<file path="src/hw/flash_settings.svh">
`ifndef FLASH_SETTINGS_SVH
`define FLASH_SETTINGS_SVH

// Flash byte address width, as sent in the ADDR phase
`define FLASH_ADDR_W 24

// AXI read data width; bytes per flash read follow from it
`define FLASH_DATA_W 64

// sclk cycles between the last address bit and the first data nibble
`define FLASH_DUMMY_CYCLES 8

// Bus cycles per sclk half period
`define FLASH_SCLK_DIV 1

`endif

</file>
<file path="src/hw/word_assembler.sv">
`include "flash_settings.svh"

module word_assembler (
    input  logic                     bus,
    input  logic                     rst,
    input  logic [7:0]               rx_byte,
    input  logic                     rx_valid,
    output logic [`FLASH_DATA_W-1:0] word,
    output logic                     word_valid,
    input  logic                     word_ready
);

    localparam int BYTES = `FLASH_DATA_W / 8;
    localparam int CNT_W = $clog2(BYTES);

    logic [CNT_W-1:0] cnt;

    always_ff @(posedge bus) begin
        if (rst) begin
            cnt        <= '0;
            word_valid <= 1'b0;
        end else begin
            if (rx_valid) begin
                if (cnt == CNT_W'(BYTES - 1)) begin
                    cnt        <= '0;
                    word_valid <= 1'b1;
                end else begin
                    cnt <= cnt + 1'b1;
                end
            end else if (word_valid && word_ready) begin
                word_valid <= 1'b0;
            end
        end
    end

    // New bytes enter at the top so the first byte lands in word[7:0]
    always_ff @(posedge bus) begin
        if (rx_valid) begin
            word <= {rx_byte, word[`FLASH_DATA_W-1:8]};
        end
    end

    // A held word is never overwritten by a following read
    assert property (@(posedge bus) disable iff (rst) rx_valid |-> !word_valid);

endmodule

</file>
<file path="config.mk">
export PLATFORM = sky130hd
export DESIGN_NAME = word_assembler
export DESIGN_NICKNAME = d
export VERILOG_FILES = /design/src/hw/word_assembler.sv
export VERILOG_INCLUDE_DIRS = /design/src /design/src/hw
export SDC_FILE = /design/constraint.sdc
export NUM_CORES = 1
export LEC_CHECK = 0
export BUFFER_PORTS_ARGS = -buffer_cell sky130_fd_sc_hd__buf_2
export CORE_MARGIN = 2
export CORE_UTILIZATION = 48
export CTS_CLUSTER_SIZE = 16
export DETAILED_ROUTE_END_ITERATION = 6
export PLACE_DENSITY = 0.79
export SETUP_SLACK_MARGIN = 0.2
export SKIP_CTS_REPAIR_TIMING = 1
export SYNTH_ARGS = -nofsm -noshare
export SYNTH_HDL_FRONTEND = slang
export SYNTH_SLANG_ARGS = --single-unit
</file>
<file path="constraint.sdc">
create_clock -name bus -period 1.7 [get_ports bus]
set_input_delay 0.085 -clock bus [delete_from_list [all_inputs] [get_ports bus]]
set_output_delay 0.085 -clock bus [all_outputs]
set_load 0.01 [all_outputs]
</file>
## Word-level counts from Yosys, hierarchy flattened

Cells that the tools add are included.

- Add/subtract/negate cells: 1
- Multiplexer cells: 4
- Reduce and logical (&&, ||, !) cells: 3
- Equal/unequal tests: 2

Operator list:

| cell | count |
|---|---|
| 3-bit by 1-bit adder with 3-bit output, second input constant | 1 |
| 3-bit == test, second input constant | 1 |
| 1-bit two-way mux | 3 |
| 3-bit two-way mux | 1 |
| 2-bit by 1-bit inequality test with 1-bit output, second input constant | 1 |
| 2-bit AND reduction | 1 |
| 2-bit nonzero test | 1 |
| 1-bit logical AND | 1 |

- Output and inout port bits: 65
- Input port bits: 12
- Word-level logic and storage cells: 13
- Register bits: 68

## Logic depth before layout (Yosys ltp)

Gate-level depths: netlist (run 1).

- Depth in word-level cells: 3
- Mapped depth: 4
- Mapped depth without buffers: 4

## Least setup slack after synthesis (run 1)

OpenSTA, ideal clock, no wires.

- Path type: register to register
- From: reg cnt[0]
- To: reg cnt[0]
- Required time: 1634 ps
- Path slack: 487 ps
- Arrival: 1147 ps
- Stages on the path, launching flop included: 5
- Cells stage by stage: dfxtp_1 ha_1 ha_1 or3b_1 a21oi_2

- Cells in the longest elaborated chain, start to end: 2

Ends and longest elaborated chain:

| what | RTL line | source |
|---|---|---|
| start: declaration | word_assembler.sv:16 | `logic [CNT_W-1:0] cnt;` |
| start signal: assignment | word_assembler.sv:28 | `cnt <= cnt + 1'b1;` |
| 3-bit by 1-bit adder with 3-bit output / 3-bit == test (equally long branches) | word_assembler.sv:28, word_assembler.sv:24 |  |
| 3-bit two-way mux * | word_assembler.sv:24 | `if (cnt == CNT_W'(BYTES - 1)) begin` |

Mark *: on every way between the ends. The rest lies on a longest branch, timed or not.
A chain may end at the register's enable or synchronous reset.

## Worst setup path after layout (run 1)

Ends and elaborated chain as after synthesis.

==> reports/summary.txt, run 1 <==
Status -> complete, no violations
Global placer's final weighted congestion -> 0.754
Initial Utilization -> 0.489
Die W -> 70.1 um
PnR Total Power -> 3220 uW
Die ar. -> 0.00492 mm^2
Total congestion overflow -> 0
Core area -> 0.00429 mm^2
Finish-stage setup viols -> 0
Max FO, Critical Path -> 3
Fin Hold WS -> 16.1 ps
Root Buffer -> clkbuf_8
Crit Path Category -> register to register
Max layer used -> met4
TritonCTS Buffers -> 9
Final Hold Vio Count -> 0
Clk_lat worst skew -> 320 ps
CTS Sinks -> 68
RSZ-0062 raised after global routing -> no
Pre-CTS setup slack -> 378 ps
Commonest non-fill, non-tap cell in the layout -> buf_2
Layout area overhead -> 33.7%
WHS Path Cells -> 3
Synthesized instance count -> 81
Met3 WL -> 348 um
P_leak -> 0.00113 uW
Number of global-route vias before repair -> 989
PwrDens -> 1150 mW/mm^2
Critical path arrival -> 1590 ps
Slew Limit Headroom -> 0.800
Crit-path cells -> ha_1 -> ha_1 -> or3b_1 -> a21oi_2
Die Y -> 70.1 um
Post-route DRC -> 0
CP startpoint kind -> register
CP dominant cell by count -> ha_1
CTS clk-pin slew, worst paths -> 70 ps
Post-route clock period utilization -> 0.784
Wirelength per Cell -> 14.2 um
Total Nets Final -> 194
CP startpoint -> cnt[0]
FF/Latch Area -> 0.00200 mm^2
Hold Crit Class -> input port to register
Fillers -> 319
Ys Warns -> 0
Row cnt -> 24
Pin count of the biggest net entering global routing -> 25
Clock share of power -> 0.317
Ratio of cells with drive above 1 in the final layout -> 0.481
F_max -> 751 MHz
Htree depth -> 3
First-pass GRT wire length -> 4820 um
Distinct cells, synth -> 11
FF-to-FF Start -> cnt[0]
Via count -> 1106
DP Wirelength -> 2300 um
DRT iter0 DRCs -> 107
Min-delay src -> word_ready
Gr usage total -> 0.134
Setup TNS -> 0 ps
Worst Setup End Kind -> register
CTS tree -> yes
Final worst path period need -> 1330 ps
Hold Path End -> word_valid
#FFs+latches synth -> 68
I/O pins -> 77
Post-layout util -> 0.654
Worst flop-to-flop path endpoint -> cnt[0]
Drt first pass iters -> 4
Post-route ant nets -> 0
Post-synth design cell area -> 0.00210 mm^2
Slowest stage cell, crit path -> or3b_1
Max VDD drop -> 0.000925 V
Sequential share of power -> 0.617
Logic pwr share -> 0.065
R2R cell count -> 4
Final slew viol count -> 0
Vias per Instance -> 4.67
Sequential fraction of the synthesis area -> 0.954
CP Data Required Time -> 1960 ps
Met1 WL -> 1420 um
Worst Skew -> 3.82 ps
Syn nets -> 95
Crit-path max cell delay -> 370 ps
Int Power -> 2540 uW
MaxCap Viol Count -> 0
Met2 wire length -> 1570 um
Clk buf depth -> 2
Initial antenna violation count -> 0
DRT Wirelength -> 3380 um
Antenna Cells -> 0
Sw Share -> 0.211
Post-route setup slack -> 368 ps
Multi-input logic area -> 97.6 um^2
Synthesized area per cell -> 25.9 um^2
Commonest cells after routing, fill and taps aside -> buf_2 (76), edfxtp_1 (64), clkbuf_8 (9), dlygate4sd3_1 (9), clkinv_1 (5)
Worst-margin pin slew -> 300 ps
Number of port buffers -> 76
Net Switching -> 680 uW
Flop2flop setup slack -> 370 ps
-- critical path, delay by kind of cell (launching register included) --
family / cells / cell delay (ps)
AOI/OAI and AO/OA: 1 / 140
adders and majority gates: 2 / 420
DFF: 1 / 330
and+or+nand+nor: 1 / 370
-- through the flow --
step,std cells,instance area (um^2)
2_1_floorplan,81,2100
3_3_place_gp,212,2570
3_5_place_dp,212,2570
4_1_cts,228,2720
5_1_grt,237,2810
6_report,237,2810
-- power groups by stage --
stage	Sequential [uW]	Clock, uW	Combinational [uW]
2_1_floorplan	2070	0	9.48
3_3_place_gp	2020	0	192
3_5_place_dp	2030	0	197
4_1_cts	1990	1050	197
5_1_grt	2000	1120	226
6_report	1990	1020	210
-- kinds of logic (layout without fill, tap and decap cells) --
group	after synthesis	in the layout	synth area share
DFF	68	68	0.954
adders and majority gates	2	2	0.0119
and+or+nand+nor	6	6	0.0185
muxes	1	1	0.00477
buffers and inverters	0	104	0
AOI/OAI and AO/OA	4	4	0.0113
-- final cells by class --
class / count / area share
Clock inverter: 5 / 0.00668
Multi-Input combinational cell: 13 / 0.0348
Tap cell: 52 / 0.0232
Clock buffer: 11 / 0.0468
Timing Repair Buffer: 88 / 0.176
Sequential cell: 68 / 0.713
-- registers in the layout, indices dropped and copies added (netlist names) --
register,flops
word_valid,1
cnt,3
word,64
-- synth_stat cells --
| library cell | count | area [um^2] |
|---|---|---|
| nand2b_1 | 3 | 18.8 |
| nand3b_1 | 1 | 7.51 |
| or3b_1 | 1 | 8.76 |
| o21ai_0 | 1 | 5.00 |
| a21oi_1 | 2 | 10.0 |
| mux2i_1 | 1 | 10.0 |
| a21oi_2 | 1 | 8.76 |
| nor2_1 | 1 | 3.75 |
| ha_1 | 2 | 25.0 |
| dfxtp_1 | 4 | 80.1 |
| edfxtp_1 | 64 | 1920 |
-- metal layers --
layer / GRT usage / vias to the layer above
li1: - / 521
met1: 0.171 / 523
met2: 0.190 / 59
met3: 0.0577 / 3
met4: 0.0833 / 0
met5: 0 / -
-- how the worst max path moves through the flow --
stage	end	slack [ps]
detailed placement	cnt[0]	380
finish	cnt[0]	370
CTS	cnt[0]	360
global route	cnt[0]	310
floorplan	cnt[0]	490
global placement	cnt[0]	470
Note: power is estimated with default switching activity, not from simulation.
==> run 2: changes to the inputs <==
==> constraint.sdc (replaced) <==
create_clock -name bus -period 1.3 [get_ports bus]
set_input_delay 0.065 -clock bus [delete_from_list [all_inputs] [get_ports bus]]
set_output_delay 0.065 -clock bus [all_outputs]
set_load 0.01 [all_outputs]
==> reports/summary.txt, run 2 (synthesized netlist as in run 1, its figures left out) <==
Die ar. -> 0.00492 mm^2
Via count -> 1125
Total Nets Final -> 194
Final worst path period need -> 1220 ps
Commonest non-fill, non-tap cell in the layout -> buf_2
Post-route clock period utilization -> 0.941
Critical path arrival -> 1480 ps
Post-route cell area -> 0.00288 mm^2
Status -> complete, no violations
CP startpoint kind -> register
Antenna Cells -> 0
RSZ-0062 raised after global routing -> yes
Pin count of the biggest net entering global routing -> 35
Largest reg by FF count -> word
First-pass GRT wire length -> 5410 um
CP Data Required Time -> 1560 ps
Number of global-route vias before repair -> 1096
Layout area overhead -> 37.4%
Pre-CTS setup slack -> 90.3 ps
Setup TNS -> 0 ps
Post-route setup slack -> 76.9 ps
Root Buffer -> clkbuf_8
Hold Crit Class -> input port to register
Biggest regs -> word (64), cnt (3), word_valid (1)
Crit Path Category -> register to register
Die W -> 70.1 um
Total congestion overflow -> 0
I/O pins -> 77
Global placer's final weighted congestion -> 0.725
Row cnt -> 24
Slew Limit Headroom -> 0.858
Worst Skew -> 8.28 ps
Max FO, Critical Path -> 3
Clk_lat worst skew -> 330 ps
Post-route ant nets -> 0
PwrDens -> 1540 mW/mm^2
TritonCTS Buffers -> 9
Fillers -> 299
Drt first pass iters -> 4
Worst Setup End Kind -> register
Ratio of cells with drive above 1 in the final layout -> 0.519
Hold Path End -> word_valid
WHS Path Cells -> 3
CTS clk-pin slew, worst paths -> 60 ps
DRT Wirelength -> 3800 um
Core area -> 0.00429 mm^2
CTS Sinks -> 68
Wirelength per Cell -> 16.1 um
DRT iter0 DRCs -> 130
DP Area -> 0.00261 mm^2
Worst-margin pin slew -> 213 ps
Htree depth -> 3
Max reg flops -> 64
DP Wirelength -> 2460 um
MaxCap Viol Count -> 0
Min-delay src -> word_ready
Worst flop-to-flop path endpoint -> cnt[0]
Number of port buffers -> 76
Vias per Instance -> 4.79
F_max -> 818 MHz
FF-to-FF Start -> cnt[0]
Max VDD drop -> 0.00125 V
Commonest cells after routing, fill and taps aside -> buf_2 (76), edfxtp_1 (64), clkbuf_8 (9), dlygate4sd3_1 (9), clkinv_1 (4)
Final Hold Vio Count -> 0
Gr usage total -> 0.152
R2R cell count -> 4
Clk buf depth -> 2
P_leak -> 0.00115 uW
Finish-stage setup viols -> 0
Die Y -> 70.1 um
Initial Utilization -> 0.489
PnR Total Power -> 4440 uW
Post-route DRC -> 0
Flop2flop setup slack -> 80 ps
Final slew viol count -> 0
CTS tree -> yes
Initial antenna violation count -> 0
[run 2: cell type report]
class | count | area (um^2) | area share
Clock buffer | 9 | 124 | 0.0430
Sequential cell | 68 | 2010 | 0.696
Clock inverter | 5 | 45.0 | 0.0156
Tap cell | 52 | 65.1 | 0.0226
Multi-Input combinational cell | 13 | 125 | 0.0434
Timing Repair Buffer | 88 | 518 | 0.180
[run 2: metal layers]
metal / GRT usage / vias up / routed length, um / part of all wire
met1: 0.170 / 537 / 1390 / 0.36
met4: 0.109 / 0 / 62 / 0.016
met3: 0.0649 / 5 / 389 / 0.10
li1: - / 517 / - / -
met5: 0 / - / 0 / 0
met2: 0.235 / 66 / 1960 / 0.52
[run 2: through the flow]
stage,utilization,instances,hold slack (ps)
after global placement,0.608,211,244
after CTS,0.648,225,-107
final,0.672,235,10.2
after detailed placement,0.608,211,244
after global routing,0.672,235,26.7
after floorplan,-,81,120
[run 2: how the worst max path moves through the flow]
stage,from,end
2_1_floorplan,cnt[0],cnt[0]
3_3_place_gp,cnt[0],cnt[0]
3_5_place_dp,cnt[0],cnt[0]
4_1_cts,cnt[0],cnt[0]
5_1_grt,cnt[0],cnt[0]
6_report,cnt[0],cnt[0]
[run 2: critical path, stage by stage, from the launching register on]
cell and delay, ps:
dfxtp_4 350, ha_4 160, ha_4 160, or3b_4 370
a21oi_2 120
[run 2: where the power goes]
part           leakage (uW)  switching (uW)  internal (uW)  total, uW
logic              0.000400             162            132        294
registers          0.000660            61.2           2550       2610
clock network     0.0000851             697            838       1530
total               0.00115             920           3520       4440
