**src/hw/flash_settings.svh**
```systemverilog
`ifndef FLASH_SETTINGS_SVH
`define FLASH_SETTINGS_SVH

// Flash byte address width, as sent in the ADDR phase
`define FLASH_ADDR_W 24

// AXI read data width; bytes per flash read follow from it
`define FLASH_DATA_W 64

// sclk cycles between the last address bit and the first data nibble
`define FLASH_DUMMY_CYCLES 8

// Bus cycles per sclk half period
`define FLASH_SCLK_DIV 1

`endif

```
**src/hw/flash_pkg.sv**
```systemverilog
`include "flash_settings.svh"

package flash_pkg;

    typedef enum logic [1:0] {
        OKAY   = 2'b00,
        EXOKAY = 2'b01,
        SLVERR = 2'b10,
        DECERR = 2'b11
    } axil_resp_e;

    // AXI4-Lite channel payloads
    typedef struct packed {
        logic [31:0] addr;
    } axil_ar_t;

    typedef struct packed {
        logic [`FLASH_DATA_W-1:0] data;
        axil_resp_e               resp;
    } axil_r_t;

    typedef struct packed {
        logic [31:0] addr;
    } axil_aw_t;

    typedef struct packed {
        logic [`FLASH_DATA_W-1:0] data;
        logic [3:0]               strb;
    } axil_w_t;

    typedef struct packed {
        axil_resp_e resp;
    } axil_b_t;

    typedef struct packed {
        logic [`FLASH_ADDR_W-1:0] addr;
    } flash_req_t;

    typedef enum logic [1:0] {
        SEG_SINGLE_OUT,
        SEG_DUMMY,
        SEG_QUAD_IN
    } seg_mode_e;

    // Outgoing data leaves MSB first on io0
    typedef struct packed {
        seg_mode_e   mode;
        logic [31:0] data;
        logic [5:0]  cycles;
    } flash_seg_t;

    typedef enum logic [7:0] {
        OP_QUAD_READ = 8'h6B
    } flash_op_e;

    typedef enum logic [2:0] {
        IDLE,
        CMD,
        ADDR,
        DUMMY,
        DATA,
        WAIT_END
    } seq_state_e;

endpackage

```
**src/hw/flash_cmd_seq.sv**
```systemverilog
`include "flash_settings.svh"

module flash_cmd_seq import flash_pkg::*; (
    input  logic       bus,
    input  logic       rst,
    input  flash_req_t req,
    input  logic       req_valid,
    output logic       req_ready,
    output flash_seg_t seg,
    output logic       seg_valid,
    input  logic       seg_ready,
    input  logic       seg_done,
    output logic       cs
);

    localparam int BYTES = `FLASH_DATA_W / 8;

    seq_state_e state;
    flash_req_t req_q;

    function automatic flash_seg_t mk_seg(seg_mode_e m, logic [31:0] d, logic [5:0] n);
        flash_seg_t s;
        s.mode   = m;
        s.data   = d;
        s.cycles = n;
        return s;
    endfunction

    assign req_ready = (state == IDLE);

    always_ff @(posedge bus) begin
        if (rst) begin
            state     <= IDLE;
            seg_valid <= 1'b0;
            cs        <= 1'b1;
        end else begin
            if (seg_valid && seg_ready) begin
                seg_valid <= 1'b0;
            end
            case (state)
                IDLE: begin
                    if (req_valid) begin
                        seg_valid <= 1'b1;
                        state     <= CMD;
                    end
                end
                CMD: begin
                    // Select the flash as the command starts shifting
                    if (seg_valid && seg_ready) begin
                        cs <= 1'b0;
                    end
                    if (seg_done) begin
                        seg_valid <= 1'b1;
                        state     <= ADDR;
                    end
                end
                ADDR: begin
                    if (seg_done) begin
                        seg_valid <= 1'b1;
                        state     <= DUMMY;
                    end
                end
                DUMMY: begin
                    if (seg_done) begin
                        seg_valid <= 1'b1;
                        state     <= DATA;
                    end
                end
                DATA: begin
                    if (seg_done) begin
                        cs    <= 1'b1;
                        state <= WAIT_END;
                    end
                end
                // One cycle of cs high before the next request
                WAIT_END: state <= IDLE;
                default:  state <= IDLE;
            endcase
        end
    end

    // Segment payloads
    always_ff @(posedge bus) begin
        if (state == IDLE && req_valid) begin
            req_q <= req;
            seg   <= mk_seg(SEG_SINGLE_OUT, {OP_QUAD_READ, 24'h0}, 6'd8);
        end else if (seg_done) begin
            case (state)
                CMD: seg <= mk_seg(SEG_SINGLE_OUT,
                                   {req_q.addr, {(32 - `FLASH_ADDR_W){1'b0}}},
                                   6'(`FLASH_ADDR_W));
                ADDR: seg <= mk_seg(SEG_DUMMY, 32'h0, 6'(`FLASH_DUMMY_CYCLES));
                // Two nibbles per byte
                DUMMY: seg <= mk_seg(SEG_QUAD_IN, 32'h0, 6'(2 * BYTES));
                default: seg <= seg;
            endcase
        end
    end

    assert property (@(posedge bus) disable iff (rst)
        state inside {ADDR, DUMMY, DATA} |-> !cs);

    // Shifter is idle whenever a segment is offered
    assert property (@(posedge bus) disable iff (rst) seg_valid |-> seg_ready);

endmodule

```
**config.mk**
```make
export PLATFORM = sky130hd
export DESIGN_NAME = flash_cmd_seq
export DESIGN_NICKNAME = d
export VERILOG_FILES = /design/src/hw/flash_pkg.sv /design/src/hw/flash_cmd_seq.sv
export VERILOG_INCLUDE_DIRS = /design/src /design/src/hw
export SDC_FILE = /design/constraint.sdc
export NUM_CORES = 1
export LEC_CHECK = 0
export BUFFER_PORTS_ARGS = -buffer_cell sky130_fd_sc_hd__buf_2
export CORE_MARGIN = 2
export CORE_UTILIZATION = 45
export CTS_BUF_LIST = sky130_fd_sc_hd__clkbuf_4 sky130_fd_sc_hd__clkbuf_8 sky130_fd_sc_hd__clkbuf_16
export CTS_CLUSTER_DIAMETER = 60
export DETAILED_ROUTE_END_ITERATION = 10
export PLACE_DENSITY = 0.73
export SLEW_MARGIN = 40
export SYNTH_ARGS = -nofsm -noshare
export SYNTH_HDL_FRONTEND = slang
export SYNTH_SLANG_ARGS = --single-unit
```
**constraint.sdc**
```tcl
create_clock -name bus -period 2 [get_ports bus]
set_input_delay 0.4 -clock bus [delete_from_list [all_inputs] [get_ports bus]]
set_output_delay 0.4 -clock bus [all_outputs]
set_load 0.005 [all_outputs]
```
Yosys cells after proc, flatten, opt, wreduce, memory -nomap -nowiden

Index checks and enable logic that the tools add are counted.

Input port bits: 29
Flip-flop bits (word level): 69
Memories kept: 0
Bits in writable memories: 0
Bits in latches: 0
Bits in read-only memories: 0
Output and inout port bits: 43

Add/subtract/negate cells: 0
Magnitude comparators: 0
Equal/unequal tests: 10
$mul: 0
Shift operators: 0
Reductions and logical operators: 9
Div/mod/pow operators: 0
Mux-type cells: 14
Bitwise operators: 0

Operators by type and width:

| cell               | count |
|---|---|
| $pmux 40 s3        | 1 |
| $mux 3             | 5 |
| $pmux 3 s5         | 1 |
| $ne 2x2->1 const B | 6 |
| $eq 3x2->1 const B | 2 |
| $mux 1             | 5 |
| $reduce_and 5->1   | 1 |
| $pmux 1 s2         | 2 |
| $eq 3x1->1 const B | 1 |
| $eq 3x3->1 const B | 1 |
| $logic_not 3->1    | 1 |
| $reduce_and 3->1   | 1 |
| $reduce_bool 3->1  | 1 |
| $reduce_or 3->1    | 1 |
| $logic_and 1x1->1  | 2 |
| $reduce_and 2->1   | 1 |
| $reduce_bool 2->1  | 1 |

Depth between registers and ports, before layout

Depth in word-level cells: 4
Depth in mapped cells: 6

Worst setup path before layout

Ideal clock, no wire load.

Kind: reg-to-reg
Start point: register state[1]
End point: register req_q[0] in the netlist's numbering, enable pin
Period minus slack after synthesis: 1,615 ps
Path buffers: 1
Stages on the path, launching flop included: 3
Library setup time: 373 ps
Arrival time: 1,243 ps
Slack: 385 ps
Required time: 1,627 ps
Cell sequence: dfxtp_1 -> nor4b_4 -> buf_2

Cells in the longest elaborated chain, start to end: 2

Ends and longest elaborated chain:

| item                     | line                | RTL |
|---|---|---|
| start: declaration       | flash_cmd_seq.sv:18 | `seq_state_e state;` |
| start signal: assignment | flash_cmd_seq.sv:33 | `state <= IDLE;` |
| start signal: assignment | flash_cmd_seq.sv:44 | `state <= CMD;` |
| start signal: assignment | flash_cmd_seq.sv:54 | `state <= ADDR;` |
| $logic_not 3->1          | flash_cmd_seq.sv:84 | `if (state == IDLE && req_valid) begin` |
| $logic_and 1x1->1        | flash_cmd_seq.sv:84 |  |
| end signal: assignment   | flash_cmd_seq.sv:85 | `req_q <= req;` |
| end: declaration         | flash_cmd_seq.sv:19 | `flash_req_t req_q;` |

Every way passes these cells.
A chain may end at the register's enable or synchronous reset.

Final worst setup path

Start point: register state[1]
End point: output req_ready

Cells in the longest elaborated chain, start to end: 1

Ends and longest elaborated chain:

| item             | line                | RTL |
|---|---|---|
| $logic_not 3->1  | flash_cmd_seq.sv:29 | `assign req_ready = (state == IDLE);` |
| end: declaration | flash_cmd_seq.sv:8  | `output logic req_ready,` |

Every way passes these cells.

==> results by group <==
Run status
  • Result of the run: complete, no violations

Synthesis
  • Cells taking the most area after synthesis: sky130_fd_sc_hd__edfxtp_1 (34%), sky130_fd_sc_hd__dfxtp_1 (31%), sky130_fd_sc_hd__a21oi_1 (5.4%)
  • Number of unique standard cell types used by synthesis: 34
  • Cell accounting for the most synthesized area: sky130_fd_sc_hd__edfxtp_1
  • Synth Warn #: 0
  • Post-Syn Instances: 187
  • Mean instance size in the synthesized netlist: around 11 um^2
  • Flop and latch count out of synthesis: 57
  • Cell area after synthesis: 2130 um^2
  • Share of the synthesized area in the top cell type: 33.8%
  • Sequential fraction of the synthesis area: between 60% and 70%

Worst setup path
  • Setup crit end kind: output port
  • Data required time of the worst path: 1.60 ns
  • Arrival time reported for the critical path endpoint: 1.31 ns
  • Worst r2r path cells: 4
  • Internal reg-to-reg setup slack: 0.38 ns
  • Critical register-to-register path startpoint: state[0]
  • CP Max Fanout: 14
  • Startpoint types: flip-flop
  • Crit Path Class: reg -> out
  • Worst reg2reg endpoint: seg[15]

Timing
  • RSZ-0062 raised after global routing: no
  • Share of the clock period used by the worst path: a little under nine tenths
  • Fin Clk Skew: 0.00568 ns
  • Fmax: 584 MHz
  • Minimum period implied by the final worst setup slack: 1.71 ns
  • Sum of negative setup slack: 0 ns
  • Max-slew violation count: 0
  • Final setup violation count: 0
  • Tightest slew margin relative to the limit: slightly below 60%
  • Worst Tran Pin Value: about 0.62 ns
  • Hold Vio Cnt, Final: 0

Clocking
  • Clk Latency, worst-skew pair: 0.32 ns
  • Number of clock sinks: between 50 and 60
  • Htree depth: 3
  • Hold Buf Count CTS: 0
  • Number of buffers created by CTS: 9
  • Number of buffers on the longest clock path: 2
  • Buffer type at the clock tree root: sky130_fd_sc_hd__clkbuf_8
  • Clock tree from TritonCTS: done
  • Setup Buffers After CTS: 0
  • Post-CTS resize count: 0
  • Clock slew seen by the registers of the worst setup and hold paths: 0.06 ns

Hold path
  • Type of the worst min-delay path: in -> reg
  • Cell depth of the worst hold path: 1
  • Start point of the worst min-delay path: req[22]
  • Min-Delay Endpoint: req_q[22]

Global route
  • Antenna violations before repair: 0
  • Wire length of the first global-routing pass: 6.35 mm
  • Number of global-route vias before repair: 1411
  • Grt ovf: 0
  • GRT Util Overall: between 15 and 20%
  • Maximum number of pins on one net before global-route repair: 50

Floorplanning
  • Die height: approximately 73 um
  • Number of ports placed on the die boundary: approximately 70
  • Initial core utilization: 45.8%
  • Placeable core region: 4660 um^2
  • Die Outline Area: roughly 5300 um^2
  • FP Rows: 25
  • Width of the chip: 72.9 um

Drt
  • Per-cell via count in the routed design: 5.11
  • Met3 Routed Length: 289 um
  • Highest routed layer: met4
  • Number of search-and-repair iterations in the first detailed-routing pass: 4
  • Detailed Route Iter0 Violations: 58
  • Number of nets with antenna violations after detailed routing: 0
  • WL final: 3.95 mm
  • Wirelength per Cell: about 13 um
  • DRC violation count after routing: 0
  • Total routed wire length on the met1 layer: 1.83 mm
  • Metal2 WL: ~1.8 mm
  • Via total after detailed routing: around 1600

Final layout
  • NumNets Final: 276
  • Share of cells above drive strength 1: 32.5%
  • Signed area change from the synthesized netlist to the final layout: 21.4%
  • Antenna cells: 0
  • Design area: 2590 um^2

Power
  • Peak VDD IR: slightly below 0.8 mV
  • Pleak: 1.07 nW
  • Power density normalized to cell area: 1000 nW/um^2

Placed design
  • Routability congestion estimate from global placement: 0.760
  • Count of input and output buffers: 59
  • Placed Instance Area: 2430 um^2
  • Detailed placer's ending HPWL: 2.50 mm

Flow run
  • Max-capacitance violation count: 0
-- per-stage QoR --
step | util [%] | power (mW) | std cells | hold WS, ns | worst slack, ns
floorplan | - | 1.61 | 198 | 0.449 | 0.385
global placement | 52.1 | 1.74 | 290 | 0.451 | 0.476
detailed placement | 52.1 | 1.74 | 290 | 0.464 | 0.399
CTS | 55.6 | 2.62 | 306 | 0.235 | 0.290
global route | 55.6 | 2.73 | 306 | 0.226 | 0.173
finish | 55.6 | 2.59 | 306 | 0.247 | 0.289
-- worst max-delay path: stages (launching register included) --
cell and delay (ns):
sky130_fd_sc_hd__dfxtp_1 0.71, sky130_fd_sc_hd__nor3_1 0.12, sky130_fd_sc_hd__buf_2 0.16
-- logic make-up (layout without fill, tap and decap cells) --
logic type,Yosys count,in the layout,synth area share [%]
multiplexers,1,1,0.469
XOR/XNOR,1,1,0.410
buffers and inverters,29,83,8.56
AND/OR/NAND/NOR,39,39,9.73
flip-flops,57,57,64.7
other,1,12,0.176
AO/OA/AOI/OAI,59,59,15.9
-- where the power goes --
part / switching, mW / total (mW) / leakage, nW / internal [mW]
combinational: 0.170 / 0.318 / 0.476 / 0.148
clock: 0.415 / 0.878 / 0.0911 / 0.463
sequential: 0.0613 / 1.40 / 0.499 / 1.34
total: 0.647 / 2.59 / 1.07 / 1.95
-- sequential cells by signal, indices dropped and copies added (netlist names) --
signal	count
seg	28
cs	1
seg_valid	1
req_q	24
state	3
-- synth_stat cells --
library cell                count
sky130_fd_sc_hd__clkbuf_1       2
sky130_fd_sc_hd__o21ai_1        2
sky130_fd_sc_hd__or2_2          1
sky130_fd_sc_hd__a32oi_1        1
sky130_fd_sc_hd__nor4b_4        1
sky130_fd_sc_hd__o22ai_1        2
sky130_fd_sc_hd__edfxtp_1      24
sky130_fd_sc_hd__buf_2          6
sky130_fd_sc_hd__o211ai_1       1
sky130_fd_sc_hd__a221o_1        5
sky130_fd_sc_hd__nor2_1         3
sky130_fd_sc_hd__a31oi_1        1
sky130_fd_sc_hd__nand2_1       21
sky130_fd_sc_hd__and3b_1        1
sky130_fd_sc_hd__nor4bb_1       1
sky130_fd_sc_hd__dfxtp_1       33
sky130_fd_sc_hd__nand4b_1       1
sky130_fd_sc_hd__a2bb2oi_1      1
sky130_fd_sc_hd__o2bb2ai_1      1
sky130_fd_sc_hd__nand2b_1       2
sky130_fd_sc_hd__clkbuf_2       2
sky130_fd_sc_hd__conb_1         1
sky130_fd_sc_hd__mux2i_1        1
sky130_fd_sc_hd__nor2b_1        1
sky130_fd_sc_hd__xor2_1         1
sky130_fd_sc_hd__buf_4         13
sky130_fd_sc_hd__o21ai_0       21
sky130_fd_sc_hd__inv_1          4
sky130_fd_sc_hd__a22oi_1        1
sky130_fd_sc_hd__a21oi_1       23
sky130_fd_sc_hd__and2b_1        1
sky130_fd_sc_hd__nor3_1         5
sky130_fd_sc_hd__or3b_2         1
sky130_fd_sc_hd__buf_6          2
-- area by class of cell --
cell class,count,area (um^2)
fillers,407,2070
flip-flops and latches,57,1380
multi-input cells,112,627
repair buffers,63,338
clock buffers,11,139
well taps,54,67.6
clock inverters,5,23.8
inverters,4,15.0
-- metal layers --
layer | global-route usage (%) | up-vias
li1 | - | 766
met1 | 21.2 | 726
met2 | 22.8 | 70
met3 | 7.46 | 2
met4 | 5.97 | 0
met5 | 0 | -
-- how the worst max path moves through the flow --
| stage | startpoint | end | cells past startpoint |
|---|---|---|---|
| after global routing | state[1] | req_ready | 2 |
| after detailed placement | state[0] | seg[15] | 4 |
| final | state[1] | req_ready | 2 |
| after floorplan | state[1] | req_q[0] | 2 |
| after global placement | state[0] | seg[32] | 4 |
| after CTS | state[1] | req_ready | 2 |
-- cell usage in the layout, fill, tap and decap left out, types with 2 or more instances in the layout --
cell type                  synthesis  final
sky130_fd_sc_hd__edfxtp_1         24     24
sky130_fd_sc_hd__inv_1             4      4
sky130_fd_sc_hd__nand2b_1          2      2
sky130_fd_sc_hd__nor3_1            5      5
sky130_fd_sc_hd__o22ai_1           2      2
sky130_fd_sc_hd__o21ai_1           2      2
sky130_fd_sc_hd__clkinv_2          0      4
sky130_fd_sc_hd__clkbuf_8          0      9
sky130_fd_sc_hd__buf_2             6     59
sky130_fd_sc_hd__a221o_1           5      5
sky130_fd_sc_hd__clkbuf_4          0      2
sky130_fd_sc_hd__conb_1            1     12
sky130_fd_sc_hd__nand2_1          21     21
sky130_fd_sc_hd__o21ai_0          21     21
sky130_fd_sc_hd__a21oi_1          23     23
sky130_fd_sc_hd__nor2_1            3      3
sky130_fd_sc_hd__buf_4            13      3
sky130_fd_sc_hd__dfxtp_1          33     33
Note: power is estimated with default switching activity, not from simulation.
