--- config.mk ---
export PLATFORM = sky130hd
export DESIGN_NAME = axil_read_front
export DESIGN_NICKNAME = d
export VERILOG_FILES = /design/src/hw/flash_pkg.sv /design/src/hw/axil_read_front.sv
export VERILOG_INCLUDE_DIRS = /design/src /design/src/hw
export SDC_FILE = /design/constraint.sdc
export NUM_CORES = 1
export LEC_CHECK = 0
export BUFFER_PORTS_ARGS = -buffer_cell sky130_fd_sc_hd__clkbuf_2
export CELL_PAD_IN_SITES_DETAIL_PLACEMENT = 1
export CELL_PAD_IN_SITES_GLOBAL_PLACEMENT = 1
export CORE_AREA = 2 2 117 119
export CTS_CLUSTER_SIZE = 20
export DETAILED_ROUTE_END_ITERATION = 7
export DIE_AREA = 0 0 119 121
export PLACE_DENSITY = 0.64
export SYNTH_ARGS = -nofsm -noshare
export SYNTH_HDL_FRONTEND = slang
export SYNTH_SLANG_ARGS = --single-unit
--- constraint.sdc ---
create_clock -name bus -period 2 [get_ports bus]
set_clock_uncertainty 0.2 [all_clocks]
set_input_delay 0.2 -clock bus [delete_from_list [all_inputs] [get_ports bus]]
set_output_delay 0.2 -clock bus [all_outputs]
set_load 0.01 [all_outputs]
--- src/hw/flash_settings.svh ---
`ifndef FLASH_SETTINGS_SVH
`define FLASH_SETTINGS_SVH

// Flash byte address width, as sent in the ADDR phase
`define FLASH_ADDR_W 24

// AXI read data width; bytes per flash read follow from it
`define FLASH_DATA_W 64

// sclk cycles between the last address bit and the first data nibble
`define FLASH_DUMMY_CYCLES 8

// Bus cycles per sclk half period
`define FLASH_SCLK_DIV 1

`endif

--- src/hw/flash_pkg.sv ---
`include "flash_settings.svh"

package flash_pkg;

    typedef enum logic [1:0] {
        OKAY   = 2'b00,
        EXOKAY = 2'b01,
        SLVERR = 2'b10,
        DECERR = 2'b11
    } axil_resp_e;

    // AXI4-Lite channel payloads
    typedef struct packed {
        logic [31:0] addr;
    } axil_ar_t;

    typedef struct packed {
        logic [`FLASH_DATA_W-1:0] data;
        axil_resp_e               resp;
    } axil_r_t;

    typedef struct packed {
        logic [31:0] addr;
    } axil_aw_t;

    typedef struct packed {
        logic [`FLASH_DATA_W-1:0] data;
        logic [3:0]               strb;
    } axil_w_t;

    typedef struct packed {
        axil_resp_e resp;
    } axil_b_t;

    typedef struct packed {
        logic [`FLASH_ADDR_W-1:0] addr;
    } flash_req_t;

    typedef enum logic [1:0] {
        SEG_SINGLE_OUT,
        SEG_DUMMY,
        SEG_QUAD_IN
    } seg_mode_e;

    // Outgoing data leaves MSB first on io0
    typedef struct packed {
        seg_mode_e   mode;
        logic [31:0] data;
        logic [5:0]  cycles;
    } flash_seg_t;

    typedef enum logic [7:0] {
        OP_QUAD_READ = 8'h6B
    } flash_op_e;

    typedef enum logic [2:0] {
        IDLE,
        CMD,
        ADDR,
        DUMMY,
        DATA,
        WAIT_END
    } seq_state_e;

endpackage

--- src/hw/axil_read_front.sv ---
`include "flash_settings.svh"

module axil_read_front import flash_pkg::*; (
    input  logic                     bus,
    input  logic                     rst,
    input  axil_ar_t                 ar,
    input  logic                     ar_valid,
    output logic                     ar_ready,
    output axil_r_t                  r,
    output logic                     r_valid,
    input  logic                     r_ready,
    input  axil_aw_t                 aw,
    input  logic                     aw_valid,
    output logic                     aw_ready,
    input  axil_w_t                  w,
    input  logic                     w_valid,
    output logic                     w_ready,
    output axil_b_t                  b,
    output logic                     b_valid,
    input  logic                     b_ready,
    output flash_req_t               req,
    output logic                     req_valid,
    input  logic                     req_ready,
    input  logic [`FLASH_DATA_W-1:0] word,
    input  logic                     word_valid,
    output logic                     word_ready
);

    logic write_start;

    // Assembled word goes straight onto the read data channel
    assign r          = '{data: word, resp: OKAY};
    assign r_valid    = word_valid;
    assign word_ready = r_ready;

    // One read in flight: the address port reopens after the response is taken
    always_ff @(posedge bus) begin
        if (rst) begin
            ar_ready  <= 1'b1;
            req_valid <= 1'b0;
        end else begin
            if (req_valid && req_ready) begin
                req_valid <= 1'b0;
            end
            if (ar_valid && ar_ready) begin
                ar_ready  <= 1'b0;
                req_valid <= 1'b1;
            end else if (r_valid && r_ready) begin
                ar_ready <= 1'b1;
            end
        end
    end

    always_ff @(posedge bus) begin
        if (ar_valid && ar_ready) begin
            req.addr <= ar.addr[`FLASH_ADDR_W-1:0];
        end
    end

    // Writes are taken in pairs and always refused
    assign write_start = aw_valid && w_valid && !aw_ready && !b_valid;
    assign b           = '{resp: SLVERR};

    always_ff @(posedge bus) begin
        if (rst) begin
            aw_ready <= 1'b0;
            w_ready  <= 1'b0;
            b_valid  <= 1'b0;
        end else begin
            aw_ready <= write_start;
            w_ready  <= write_start;
            if (aw_valid && aw_ready && w_valid && w_ready) begin
                b_valid <= 1'b1;
            end else if (b_valid && b_ready) begin
                b_valid <= 1'b0;
            end
        end
    end

    // The sequencer must be idle whenever a new request is offered
    assert property (@(posedge bus) disable iff (rst) req_valid |-> req_ready);

    assert property (@(posedge bus) disable iff (rst) r_valid |-> !ar_ready);

    // Master side holds write payloads until accepted
    assert property (@(posedge bus) disable iff (rst)
        aw_valid && !aw_ready |=> aw_valid && $stable(aw));
    assert property (@(posedge bus) disable iff (rst)
        w_valid && !w_ready |=> w_valid && $stable(w));

endmodule

Word-level counts from Yosys, hierarchy flattened
Cells that the tools add are included.
- reduce and logical (&&, ||, !) cells: 15
- mux-type cells: 6
- operator list (kind ; count):
    1-bit logical AND ; 10
    1-bit 2-to-1 mux ; 6
    2-bit nonzero test ; 3
    1-bit zero test ; 2
- register bits: 28
- output and inout bits: 99
- input bits: 205

Depth between registers and ports, before layout
Gate-level depths: netlist of run 1.
- depth after elaboration: 4
- depth in mapped cells: 3
- gate-level depth less buffers: 3

Worst setup path after synthesis of run 1
No wires, ideal clock.
- path type: flip-flop to flip-flop
- start: register ar_ready
- end: register req[0] (netlist name) (enable)
- clock period less this slack: 1.537 ns
- setup time: 0.379 ns
- setup slack: 0.463 ns
- arrival time: 0.958 ns
- stages on the path, launching flop included: 3
- path through: dfxtp_1 -> nand2_1 -> inv_1
- longest elaborated chain between the ends: 1
- ends and longest elaborated chain (element ; line ; text):
    start, declared ; axil_read_front.sv:8 ; output logic ar_ready,
    start signal, assigned ; axil_read_front.sv:39 ; ar_ready <= 1'b1;
    start signal, assigned ; axil_read_front.sv:46 ; ar_ready <= 1'b0;
    start signal, assigned ; axil_read_front.sv:49 ; ar_ready <= 1'b1;
    1-bit logical AND ; axil_read_front.sv:55 ; if (ar_valid && ar_ready) begin
    end, declared ; axil_read_front.sv:21 ; output flash_req_t req,
Every way passes these cells.
A chain may end at the register's enable or synchronous reset.

Worst setup path after layout of run 1
- start: input port w_valid
- end: register w_ready
- longest elaborated chain between the ends: 3
- ends and longest elaborated chain (element ; line ; text):
    start, declared ; axil_read_front.sv:16 ; input logic w_valid,
    1-bit logical AND (3 in a row) ; axil_read_front.sv:61 ; assign write_start = aw_valid && w_valid && !aw_ready && !b_valid;
    end signal, assigned ; axil_read_front.sv:71 ; w_ready <= write_start;
    end, declared ; axil_read_front.sv:17 ; output logic w_ready,
Every way passes these cells.

==> results of run 1 <==
power breakdown:
part / leakage (nW) / internal [mW] / switching, mW
Sequential: 0.263 / 0.676 / 0.0119
Combinational: 0.418 / 0.0845 / 0.0752
Clock: 0.0511 / 0.398 / 0.180
Total: 0.732 / 1.16 / 0.267
Yosys cell counts:
cell / number
nor4_2: 1
o21bai_1: 1
conb_1: 2
a21oi_1: 3
inv_1: 1
nand2_1: 2
edfxtp_1: 24
nand2b_1: 2
buf_4: 71
dfxtp_1: 4
nand3_1: 1
worst max-delay path by stage:
stage	from	endpoint
floorplan	ar_ready	req[0]
global placement	ar_ready	req[20]
detailed placement	ar_ready	req[7]
CTS	w_valid	w_ready
global route	w_valid	w_ready
finish	w_valid	w_ready
worst max-delay path, delay by kind of cell:
| family | cells | cell delay, ns |
|---|---|---|
| and+or+nand+nor | 2 | 0.16 |
| buffers and inverters | 3 | 1.19 |
registers in the layout, indices dropped and copies added (netlist names):
signal,flops
ar_ready,1
w_ready,1
req,24
req_valid,1
b_valid,1
layer usage:
layer	routed length (um)	track usage (%)	up-vias
met5	0	0	-
met4	345	5.506	0
met3	1716	9.492	44
met2	2030	9.734	113
met1	979	3.620	341
li1	-	-	342
cell type report:
class	count	share of cell area, %
clock inverters	1	1.670
inverters	1	0.2088
flip-flops and latches	28	44.54
clock buffers	3	4.175
repair buffers	91	32.99
multi-input cells	14	4.175
well taps	176	12.25
cells by family after synthesis:
kind of cell	after synthesis
buf+inv	72
flops	28
simple gates	6
compound gates	4
other cells	2
placed cells by master (no fill, tap or decap):
cell,count
buf_4,1
nand2_1,2
a21oi_1,3
clkbuf_2,63
inv_1,1
clkbuf_16,3
bufinv_16,1
nand3_1,1
nor4_2,1
dlygate4sd3_1,27
o21bai_1,1
edfxtp_1,24
conb_1,4
dfxtp_1,4
nand2b_1,2
through the flow:
| step | cell area, um^2 | cells | hold WS [ns] | power, mW | util, % |
|---|---|---|---|---|---|
| global route | 1798 | 314 | 0.01255 | 1.479 | 13.74 |
| CTS | 1798 | 314 | 0.006935 | 1.434 | 13.74 |
| floorplan | 1413 | 114 | 0.06907 | 0.8811 | - |
| detailed placement | 1423 | 283 | 0.1793 | 0.8151 | 10.87 |
| finish | 1798 | 314 | 0.009332 | 1.425 | 13.74 |
| global placement | 1423 | 283 | 0.1778 | 0.8126 | 10.87 |
what timing repair did:
action	CTS	global route
hold buffers	27	0
resized for setup	0	0
endpoints found under the hold margin	27	0
==> flow_summary.yaml, run 1 <==
logic_synthesis:
  synthSimpleGateAreaFrac_pct: 2.671
  synth_xor_xnor_area_share_pct: 0
  synth_area_per_cell_um2: 12.55
  synth_area_leader_cell: "edfxtp_1"
  synth_top_area_share_pct: 51.29
  synthAdderAreaFrac_pct: 0
  synth_compound_area_share_pct: 1.603
  syn_area_um2: 1405
  ys_warn_count: 0
  synth_top_family_by_area: "buffers and inverters"
  ys_types: 11
  ys_seq_area_share_pct: 56.99
  ys_top_cells_by_area: "edfxtp_1 51%, buf_4 38%, dfxtp_1 5.7%, a21oi_1 1.1%, nand2b_1 0.89%"
  synth.area.mux_share_pct: 0
  syn_inst: 112
  synth-seq-cells: 28
setup_path:
  slowest_stage: "dlygate4sd3_1"
  criticalPathCategory: "input port to flop"
  cp-start-kind: "input port"
  worst-endpoint-arrival_ns: 1.55
  crit_chain: "dlygate4sd3_1, clkbuf_2, nand2_1, dlygate4sd3_1, nor4_2"
  cp-end-kind: "flop"
  path_common_cell: "dlygate4sd3_1"
  reg2reg_depth: 3
  path_max_fanout: 2
  crit_required_ns: 1.98
  rr_endpoint: "req[7]"
  reg2reg_slack_ns: 0.64
  cpPeakStageDelay_ns: 0.56
  rr_startpoint: "ar_ready"
sta:
  slew_violations: 0
  clock.fmax_mhz: 634.7
  fin_crit_ns: 1.575
  period_share_pct: 78.77
  finalSetupTns_ns: 0
  grt_setup_unrepaired: "no"
  setup_ws_ns: 0.4246
  setup_viol: 0
  hold_viol: 0
layout:
  synthToLayoutAreaGrowth_pct: 27.96
  diodes: 0
  register_area_um2: 800.8
  drive_gt1_share_pct: 50.00
  nNetsFinal: 344
  fill_cells: 1526
  multi_input_area_um2: 75.07
cts:
  path_clk_slew_ns: 0.06
  clockBufferDepth: 2
  postCtsSetupRepairBufs: 0
  root_buffer: "clkbuf_16"
  numCtsBuffers: 3
  clk_latency_ns: 0.26
  cts_tree: "built"
  htreeDepth: 1
  cts_sinks: 28
die:
  rows: 42
  dieArea_um2: 14400
  fp.dieW_um: 119
  die_h_um: 121
  core_um2: 13090
  ioPinCount: 304
  initial_utilization_pct: 10.74
grt:
  grt_max_degree: 26
  grt_pass1_wl_mm: 6.796
  grt_pass1_vias: 901
  antenna_found_initial: 0
  track_usage_pct: 6.733
  grt.overflow.total: 0
route:
  routed_wl_mm: 5.071
  dr.pass1.iters: 3
  viasPerCell: 2.675
  drc: 0
  drt-initial-drc-count: 83
  ant_nets: 0
  vias: 840
  wl_per_cell_um: 16.15
min_path:
  min_path_cells: 3
  min_to: "req_valid"
  hp-class: "input port to flop"
  hp-start: "req_ready"
placement:
  pre_cts_ws_ns: 0.6573
  numPortBuffers: 63
  place_congestion: 0.6885
  hpwl_mm: 4.075
power:
  p_leak_nw: 0.7317
  vdd_drop_max_uv: 242.0
  power_density_nw_per_um2: 792.7
run:
  max_cap_viol_count: 0
outcome:
  status: "finished clean"
No activity file was read; power rests on OpenSTA's default activity.
==> run 2, diff against run 1 <==
==> constraint.sdc (replaced) <==
create_clock -name bus -period 1.6 [get_ports bus]
set_clock_uncertainty 0.2 [all_clocks]
set_input_delay 0.16 -clock bus [delete_from_list [all_inputs] [get_ports bus]]
set_output_delay 0.16 -clock bus [all_outputs]
set_load 0.01 [all_outputs]
==> flow_summary.yaml, run 2 (same netlist as run 1, synthesis figures left out) <==
die:
  dieArea_um2: 14400
  rows: 42
  fp.dieW_um: 119
  ioPinCount: 304
  die_h_um: 121
  core_um2: 13090
  initial_utilization_pct: 10.74
cts:
  htreeDepth: 1
  clk_latency_ns: 0.25
  clockBufferDepth: 2
  path_clk_slew_ns: 0.06
  postCtsSetupRepairBufs: 0
  cts_sinks: 28
  cts_tree: "built"
  numCtsBuffers: 3
  root_buffer: "clkbuf_16"
layout:
  largest_reg_flops: 24
  postLayoutCellArea_um2: 1802
  synthToLayoutAreaGrowth_pct: 28.23
  nNetsFinal: 345
  final_common_cell: "clkbuf_2"
  final_cell_mix: "62 x clkbuf_2, 28 x dlygate4sd3_1, 24 x edfxtp_1"
  top_register: "req"
  drive_gt1_share_pct: 48.20
  final_cells: 315
  diodes: 0
  finish.utilization_pct: 13.77
grt:
  track_usage_pct: 6.658
  grt_pass1_vias: 936
  antenna_found_initial: 0
  grt_max_degree: 26
  grt.overflow.total: 0
  grt_pass1_wl_mm: 6.727
sta:
  grt_setup_unrepaired: "no"
  hold_viol: 0
  clock.fmax_mhz: 647.9
  slew_violations: 0
  setup_viol: 0
  hold_ws_ns: 0.002880
  fin_crit_ns: 1.543
  period_share_pct: 96.46
  finalSetupTns_ns: 0
route:
  viasPerCell: 2.657
  ant_nets: 0
  drc: 0
  dr.pass1.iters: 3
  routed_wl_mm: 5.076
  vias: 837
  wl_per_cell_um: 16.11
  drt-initial-drc-count: 30
placement:
  hpwl_mm: 4.151
  place_congestion: 0.6796
  numPortBuffers: 63
  dpl.cell_count: 283
  placed_cell_area_um2: 1435
setup_path:
  criticalPathCategory: "input port to flop"
  crit_end: "req_valid"
  rr_startpoint: "ar_ready"
  rr_endpoint: "req_valid"
  reg2reg_depth: 3
  cp-start-kind: "input port"
  worst-endpoint-arrival_ns: 1.54
  path_max_fanout: 4
  startpoint: "rst"
  reg2reg_slack_ns: 0.22
  crit_required_ns: 1.60
  cp-end-kind: "flop"
outcome:
  status: "finished clean"
power:
  p_leak_nw: 0.7376
  power_density_nw_per_um2: 892.8
  vdd_drop_max_uv: 326.2
run:
  max_cap_viol_count: 0
min_path:
  hp-class: "input port to flop"
run 2: changes by cell type in the layout (fill, tap and decap cells not counted):
cell / previous run / this run
buf_12: 0 / 1
buf_4: 1 / 0
bufinv_16: 1 / 0
clkbuf_2: 63 / 62
clkinv_1: 0 / 1
dlygate4sd3_1: 27 / 28
dlymetal6s4s_1: 0 / 1
run 2: power breakdown:
| part | leakage (nW) | switching, mW | internal, mW | total (mW) |
|---|---|---|---|---|
| clock | 0.0385 | 0.205 | 0.334 | 0.539 |
| sequential | 0.263 | 0.0147 | 0.845 | 0.859 |
| combinational | 0.436 | 0.0957 | 0.114 | 0.210 |
| total | 0.738 | 0.316 | 1.29 | 1.61 |
run 2: critical path, cell delays in order:
cell	delay, ns
dlygate4sd3_1	0.54
clkbuf_2	0.15
a21oi_1	0.12
dlygate4sd3_1	0.57
run 2: layout make-up:
type                       instances  area [um^2]
clock inverter                     1        3.754
multi-input combinational         14        75.07
inverter                           1        3.754
clock buffer                       3        75.07
timing repair buffer              92        623.1
sequential                        28        800.8
tap                              176        220.2
fill                            1503        11280
run 2: timing repair:
action,4_1_cts,5_1_grt
hold buffers,29,0
hold endpoints to repair,28,0
setup endpoints to repair,0,1
gates resized for setup,0,1
run 2: routing by layer:
layer | share of wire [%] | global-route usage (%) | vias up | wire (um)
li1 | - | - | 343 | -
met2 | 40 | 10.20 | 111 | 2051
met3 | 34 | 9.680 | 46 | 1741
met4 | 6.7 | 4.836 | 0 | 341
met1 | 19 | 3.179 | 337 | 940
met5 | 0 | 0 | - | 0
run 2: worst min-delay path by stage:
| stage | startpoint | endpoint | slack [ns] | cells after the start |
|---|---|---|---|---|
| after floorplan | rst | b_valid | 0.03 | 1 |
| after global placement | word[11] | r[13] | 0.12 | 0 |
| after detailed placement | word[11] | r[13] | 0.12 | 0 |
| after CTS | r_ready | ar_ready | 0.009 | 3 |
| after global routing | aw_valid | b_valid | 0.04 | 3 |
| final | r_ready | ar_ready | 0.003 | 3 |
run 2: per-stage QoR:
stage          power, mW  setup slack [ns]
2_1_floorplan      1.101           0.06252
3_3_place_gp       1.022            0.3714
3_5_place_dp       1.027            0.3684
4_1_cts            1.623           0.03999
5_1_grt            1.676          0.005032
6_report           1.609           0.05665
